[config.mk]
export PLATFORM = sky130hd
export DESIGN_NAME = mem_top
export DESIGN_NICKNAME = d
export VERILOG_FILES = /design/src/design/mem_pkg.sv /design/src/design/mem_req_if.sv /design/src/design/mem_capture.sv /design/src/design/mem_array.sv /design/src/design/mem_top.sv
export SDC_FILE = /design/constraint.sdc
export NUM_CORES = 1
export LEC_CHECK = 0
export ABC_AREA = 1
export BUFFER_PORTS_ARGS = -buffer_cell sky130_fd_sc_hd__buf_4
export CORE_MARGIN = 4
export CORE_UTILIZATION = 29
export DETAILED_ROUTE_END_ITERATION = 8
export PLACE_DENSITY = 0.43
export SETUP_SLACK_MARGIN = 0.5
export SKIP_CTS_REPAIR_TIMING = 1
export SLEW_MARGIN = 20
export SYNTH_ARGS = -nofsm -noshare
export SYNTH_HDL_FRONTEND = slang
export SYNTH_SLANG_ARGS = --single-unit
[constraint.sdc]
create_clock -name clk -period 1.2 [get_ports clk]
set_input_delay 0.18 -clock clk [delete_from_list [all_inputs] [get_ports clk]]
set_output_delay 0.18 -clock clk [all_outputs]
set_load 0.01 [all_outputs]
[src/design/mem_pkg.sv]
package mem_pkg;

   // default geometry of the register file, 16 words of 8 bits.
   localparam int ADDR_W_DEF = 4;
   localparam int DATA_W_DEF = 8;

   // operation decoded from the activate, write and read strobes.
   // op_idle covers both a low activate and an activated cycle with
   // neither strobe set.
   typedef enum logic [1:0] {
      op_idle       = 2'b00,
      op_write      = 2'b01,
      op_read       = 2'b10,
      op_read_write = 2'b11
   } mem_op_e;

endpackage : mem_pkg

[src/design/mem_req_if.sv]
`timescale 1ns/1ps

// one decoded request per clock from the capture stage to the storage stage.
interface mem_req_if #(
   parameter int ADDR_W = mem_pkg::ADDR_W_DEF,
   parameter int DATA_W = mem_pkg::DATA_W_DEF
);
   import mem_pkg::*;

   mem_op_e             op;      // op_idle means no request this cycle.
   logic [ADDR_W-1:0]   waddr;
   logic [ADDR_W-1:0]   raddr;
   logic [DATA_W-1:0]   wdata;
   logic                collide; // read and write on the same word.

   modport src (
      output op,
      output waddr,
      output raddr,
      output wdata,
      output collide
   );

   modport dst (
      input  op,
      input  waddr,
      input  raddr,
      input  wdata,
      input  collide
   );

endinterface : mem_req_if

[src/design/mem_capture.sv]
`timescale 1ns/1ps

module mem_capture #(
   parameter int ADDR_W = mem_pkg::ADDR_W_DEF,
   parameter int DATA_W = mem_pkg::DATA_W_DEF
) (
   input  logic              clk,
   input  logic              rst_n,
   input  logic              activate,
   input  logic              write,
   input  logic              read,
   input  logic [ADDR_W-1:0] addrin,
   input  logic [ADDR_W-1:0] addrout,
   input  logic [DATA_W-1:0] datain,
   mem_req_if.src            req
);
   import mem_pkg::*;

   mem_op_e op_next;
   logic    collide_next;
   logic    same_addr;

   // activate gates both strobes.
   function automatic mem_op_e decode_op(
      input logic act,
      input logic wr,
      input logic rd
   );
      mem_op_e op;
      op = op_idle;
      if (act) begin
         case ({wr, rd})
            2'b10:   op = op_write;
            2'b01:   op = op_read;
            2'b11:   op = op_read_write;
            default: op = op_idle;
         endcase
      end
      return op;
   endfunction

   assign op_next      = decode_op(activate, write, read);
   assign same_addr    = (addrin == addrout);
   // only a cycle that both reads and writes can collide.
   assign collide_next = (op_next == op_read_write) && same_addr;

   // control half of the request register.
   always_ff @(posedge clk or negedge rst_n) begin
      if (!rst_n) begin
         req.op      <= op_idle;
         req.collide <= 1'b0;
      end else begin
         req.op      <= op_next;
         req.collide <= collide_next;
      end
   end

   // payload half, taken every cycle whatever the op.
   always_ff @(posedge clk) begin
      req.waddr <= addrin;
      req.raddr <= addrout;
      req.wdata <= datain;
   end

endmodule : mem_capture

[src/design/mem_array.sv]
`timescale 1ns/1ps

module mem_array #(
   parameter int ADDR_W = mem_pkg::ADDR_W_DEF,
   parameter int DATA_W = mem_pkg::DATA_W_DEF
) (
   input  logic              clk,
   input  logic              rst_n,
   mem_req_if.dst            req,
   output logic [DATA_W-1:0] dataout,
   output logic              error
);
   import mem_pkg::*;

   localparam int DEPTH = 1 << ADDR_W;

   logic [DATA_W-1:0] words [DEPTH];
   logic              wr_en;
   logic              rd_en;

   // op decode for the storage side.
   always_comb begin
      wr_en = 1'b0;
      rd_en = 1'b0;
      unique case (req.op)
         op_write: begin
            wr_en = 1'b1;
         end
         op_read: begin
            rd_en = 1'b1;
         end
         op_read_write: begin
            wr_en = 1'b1;
            rd_en = 1'b1;
         end
         default: begin
            wr_en = 1'b0;
            rd_en = 1'b0;
         end
      endcase
   end

   // storage array, every word cleared on reset.
   always_ff @(posedge clk or negedge rst_n) begin
      if (!rst_n) begin
         for (int i = 0; i < DEPTH; i++) begin
            words[i] <= '0;
         end
      end else if (wr_en) begin
         words[req.waddr] <= req.wdata;
      end
   end

   // Read register. The array is sampled before this edge's write lands,
   // so a colliding read returns the old word.
   always_ff @(posedge clk or negedge rst_n) begin
      if (!rst_n) begin
         dataout <= '0;
      end else if (rd_en) begin
         dataout <= words[req.raddr];
      end
   end

   // one cycle per colliding request.
   always_ff @(posedge clk or negedge rst_n) begin
      if (!rst_n) begin
         error <= 1'b0;
      end else begin
         error <= req.collide;
      end
   end

endmodule : mem_array

[src/design/mem_top.sv]
`timescale 1ns/1ps

module mem_top #(
   parameter int ADDR_W = mem_pkg::ADDR_W_DEF,
   parameter int DATA_W = mem_pkg::DATA_W_DEF
) (
   input  logic              clk,
   input  logic              rst_n,
   input  logic              activate,
   input  logic              write,
   input  logic              read,
   input  logic [ADDR_W-1:0] addrin,
   input  logic [ADDR_W-1:0] addrout,
   input  logic [DATA_W-1:0] datain,
   output logic [DATA_W-1:0] dataout,
   output logic              error
);

   // request bus between the two stages.
   mem_req_if #(
      .ADDR_W (ADDR_W),
      .DATA_W (DATA_W)
   ) req_if ();

   // stage 1: sample and decode.
   mem_capture #(
      .ADDR_W (ADDR_W),
      .DATA_W (DATA_W)
   ) u_capture (
      .clk      (clk),
      .rst_n    (rst_n),
      .activate (activate),
      .write    (write),
      .read     (read),
      .addrin   (addrin),
      .addrout  (addrout),
      .datain   (datain),
      .req      (req_if.src)
   );

   // stage 2: storage, read register and error flag.
   mem_array #(
      .ADDR_W (ADDR_W),
      .DATA_W (DATA_W)
   ) u_array (
      .clk     (clk),
      .rst_n   (rst_n),
      .req     (req_if.dst),
      .dataout (dataout),
      .error   (error)
   );

endmodule : mem_top

==> impl_metrics.json <==
{
  "outcome": "finished, violations left",
  "violations": "hold timing, setup timing",
  "dieHeight_um": 160.1,
  "die_area_um2": 25640,
  "ys_ff_latch": 156,
  "layout.nets": 927,
  "grt_pass1_wl_um": 32600,
  "power_density_nw_per_um2": 1508,
  "cts_tree": "yes",
  "synth.distinct_cells": 22,
  "finClkSkew_ns": 0.01022,
  "rsz0062_at_grt": "yes",
  "ys_seq_area_share_pct": 56.97,
  "vdd_drop_max_v": 0.0009155,
  "crit_family": "simple AND/OR/NAND/NOR gates",
  "fin_crit_ns": 1.375,
  "synth_nets": 828,
  "worst_path_max_delay_cell": "dfxtp_4",
  "finalHoldViolCount": 140,
  "postLayoutSetupSlackWorst_ns": -0.1750,
  "synthToLayoutAreaGrowth_pct": 49.59,
  "n_antenna_cell": 0,
  "dp.cells": 1126,
  "numPortBuffers": 29,
  "viasPerCell": 4.970,
  "critical_path.max_stage_delay_ns": 0.45,
  "arrival_ns": 1.70,
  "insertion_delay_ns": 0.43,
  "fin_crit_sh_pct": 114.6,
  "start_util_pct": 29.55,
  "grt_usage_pct": 16.42,
  "synthCells": 807,
  "gr-total-overflow": 0,
  "num_rows": 55,
  "setup_viol": 129,
  "dpl.hpwl_um": 13340,
  "routabilityCongestion": 0.7440,
  "leakagePower_nw": 4.608,
  "cp_common_cell": "nand2_1",
  "grt_max_degree": 38,
  "yosys_warnings": 0,
  "fmaxAchievable_mhz": 727.2,
  "crit_required_ns": 1.52,
  "power.total_mw": 15.14,
  "worstHoldPathType": "input port to asynchronous set/reset pin",
  "start_kind": "register",
  "htreeDepth": 4,
  "detail_route.wl_per_cell_um": 19.23,
  "via_count": 5984,
  "cts_sinks": 156,
  "cts-root-buf": "clkbuf_16",
  "crit_chain": "inv_8, clkbuf_16, nand2_1, nand3_2, nand3_2, nand2_1, nand2_1, nand2_1, nand2_1, nand2_1",
  "ant_nets": 0,
  "cts_buffer_depth": 2,
  "drc": 0,
  "io_pins": 30,
  "layout-drive-gt1-share_pct": 42.33,
  "core-area_um2": 22710,
  "crit_path_end_kind": "register",
  "cts_made_buffers": 17,
  "dr.pass1.iters": 5,
  "drv_slew": 0,
  "die_x_um": 160.1,
  "maxCapViolCount": 0,
  "syn_area_per_cell_um2": 8.317,
  "fin_cells": 1204,
  "routed_wl_um": 23160,
  "synth_area_um2": 6711,
  "timing.slew.headroom_pct": 71.99,
  "worstSetupPathType": "register to register",
  "tightestPinTransition_ns": 0.4196,
  "cp_max_fo": 13,
  "whs_ns": -0.3834,
  "antenna_found_initial": 0,
  "drt_iter0_markers": 490,
  "cp_num_buf_inv": 2,
  "clkTransAtPathRegs_ns": 0.07,
  "first_global_vias": 5423
}
==> cell usage in the layout, fill, tap and decap left out, types with 2 or more instances in the layout <==
master / synthesis / layout
buf_6: 9 / 24
dfrtp_1: 140 / 140
nor2_4: 2 / 4
nand2_1: 332 / 188
nand3_2: 0 / 24
inv_4: 0 / 3
nand2_2: 4 / 107
clkbuf_16: 0 / 23
inv_6: 0 / 5
nor3_4: 1 / 2
inv_2: 2 / 5
clkinvlp_4: 0 / 3
nand3_4: 0 / 4
inv_1: 23 / 16
dfxtp_4: 0 / 5
buf_4: 0 / 41
bufinv_16: 0 / 2
o21ai_2: 0 / 49
buf_12: 0 / 27
dfxtp_1: 16 / 10
nand3_1: 100 / 72
dlygate4sd3_1: 0 / 19
nand2_8: 0 / 4
buf_8: 0 / 12
nand2_4: 0 / 37
clkinv_4: 0 / 3
o21ai_1: 31 / 79
==> metrics by stage <==
step / util [%] / worst slack [ns] / instance area [um2] / hold WS [ns] / TNS, ns
finish: 44.21 / -0.1750 / 10040 / -0.3834 / -9.382
global route: 44.21 / -0.2339 / 10040 / -0.3813 / -17.70
CTS: 36.11 / -0.2207 / 8200 / -0.3911 / -7.028
detailed placement: 33.48 / -0.2058 / 7604 / 0.06925 / -5.714
global placement: 33.48 / -0.2081 / 7604 / 0.07005 / -4.688
floorplan: - / -0.01176 / 6877 / -0.1156 / -0.1072
==> where the power goes <==
group	switching (mW)	total [mW]	leakage, nW	internal (mW)
clock network	2.35	5.51	0.284	3.16
registers	0.774	6.89	1.96	6.12
logic	1.39	2.74	2.37	1.36
==> registers in the layout, indices dropped and copies added (netlist names) <==
name,cells
u_array.dataout,8
u_array.error,1
u_array.words,128
u_capture.req.collide,1
u_capture.req.op,2
u_capture.req.raddr,4
u_capture.req.waddr,4
u_capture.req.wdata,8
==> path summary, 6_finish.rpt <==
check                                       startpoint                    end  slack, ns  depth (start not counted)
worst min register to register   u_capture.req.collide          u_array.error       0.36                          0
worst min-delay path                             rst_n      u_array.words[24]      -0.38                          1
max in group asynchronous                        rst_n      u_array.words[61]       1.08                          2
worst max register to register  u_capture.req.raddr[0]     u_array.dataout[4]      -0.18                         10
min in group clk                                 write  u_capture.req.collide       0.03                          3
worst max-delay path            u_capture.req.raddr[0]     u_array.dataout[4]      -0.18                         10
==> synth_stat cells <==
master	instances	area (um2)
a22o_1	1	8.760
buf_1	2	7.510
buf_2	19	95.09
buf_6	9	101.4
clkbuf_1	19	71.32
dfrtp_1	140	3503
dfxtp_1	16	320.3
inv_1	23	86.33
inv_2	2	7.510
nand2_1	332	1246
nand2_2	4	25.02
nand3_1	100	500.5
nand4_1	1	6.260
nor2_1	2	7.510
nor2_4	2	22.52
nor3_1	1	5.000
nor3_2	2	20.02
nor3_4	1	16.27
o21ai_0	98	490.5
o21ai_1	31	155.2
o22ai_1	1	6.260
xnor2_1	1	8.760
==> area by class of cell <==
type	instances	area, um2
clock buffer	18	439.2
clock inverter	14	157.7
fill	2213	12670
inverter	25	108.9
multi-input combinational	577	3495
sequential	156	3844
tap	285	356.6
timing repair buffer	129	1639
==> logic make-up (layout without fill, tap and decap cells) <==
| group | after synthesis | after routing | share of synthesized area (%) |
|---|---|---|---|
| compound gates | 131 | 131 | 9.843 |
| xor+xnor | 1 | 1 | 0.1305 |
| buf+inv | 74 | 186 | 5.500 |
| flops | 156 | 156 | 56.97 |
| simple gates | 445 | 445 | 27.55 |
==> worst register-to-register path, cell delays in order (launching register included) <==
cell	delay [ns]
dfxtp_4	0.45
inv_8	0.07
clkbuf_16	0.18
nand2_1	0.08
nand3_2	0.10
nand3_2	0.08
nand2_1	0.06
nand2_1	0.09
nand2_1	0.06
nand2_1	0.06
nand2_1	0.04
==> layer usage <==
layer  track usage (%)  vias up  wire length [um]
met5                 0        -                 0
met1             24.74     3012             11140
met3             3.406       15               877
met2             24.32      115             10890
li1                  -     2842                 -
met4             3.598        0               246
Note: power is estimated with default switching activity, not from simulation.
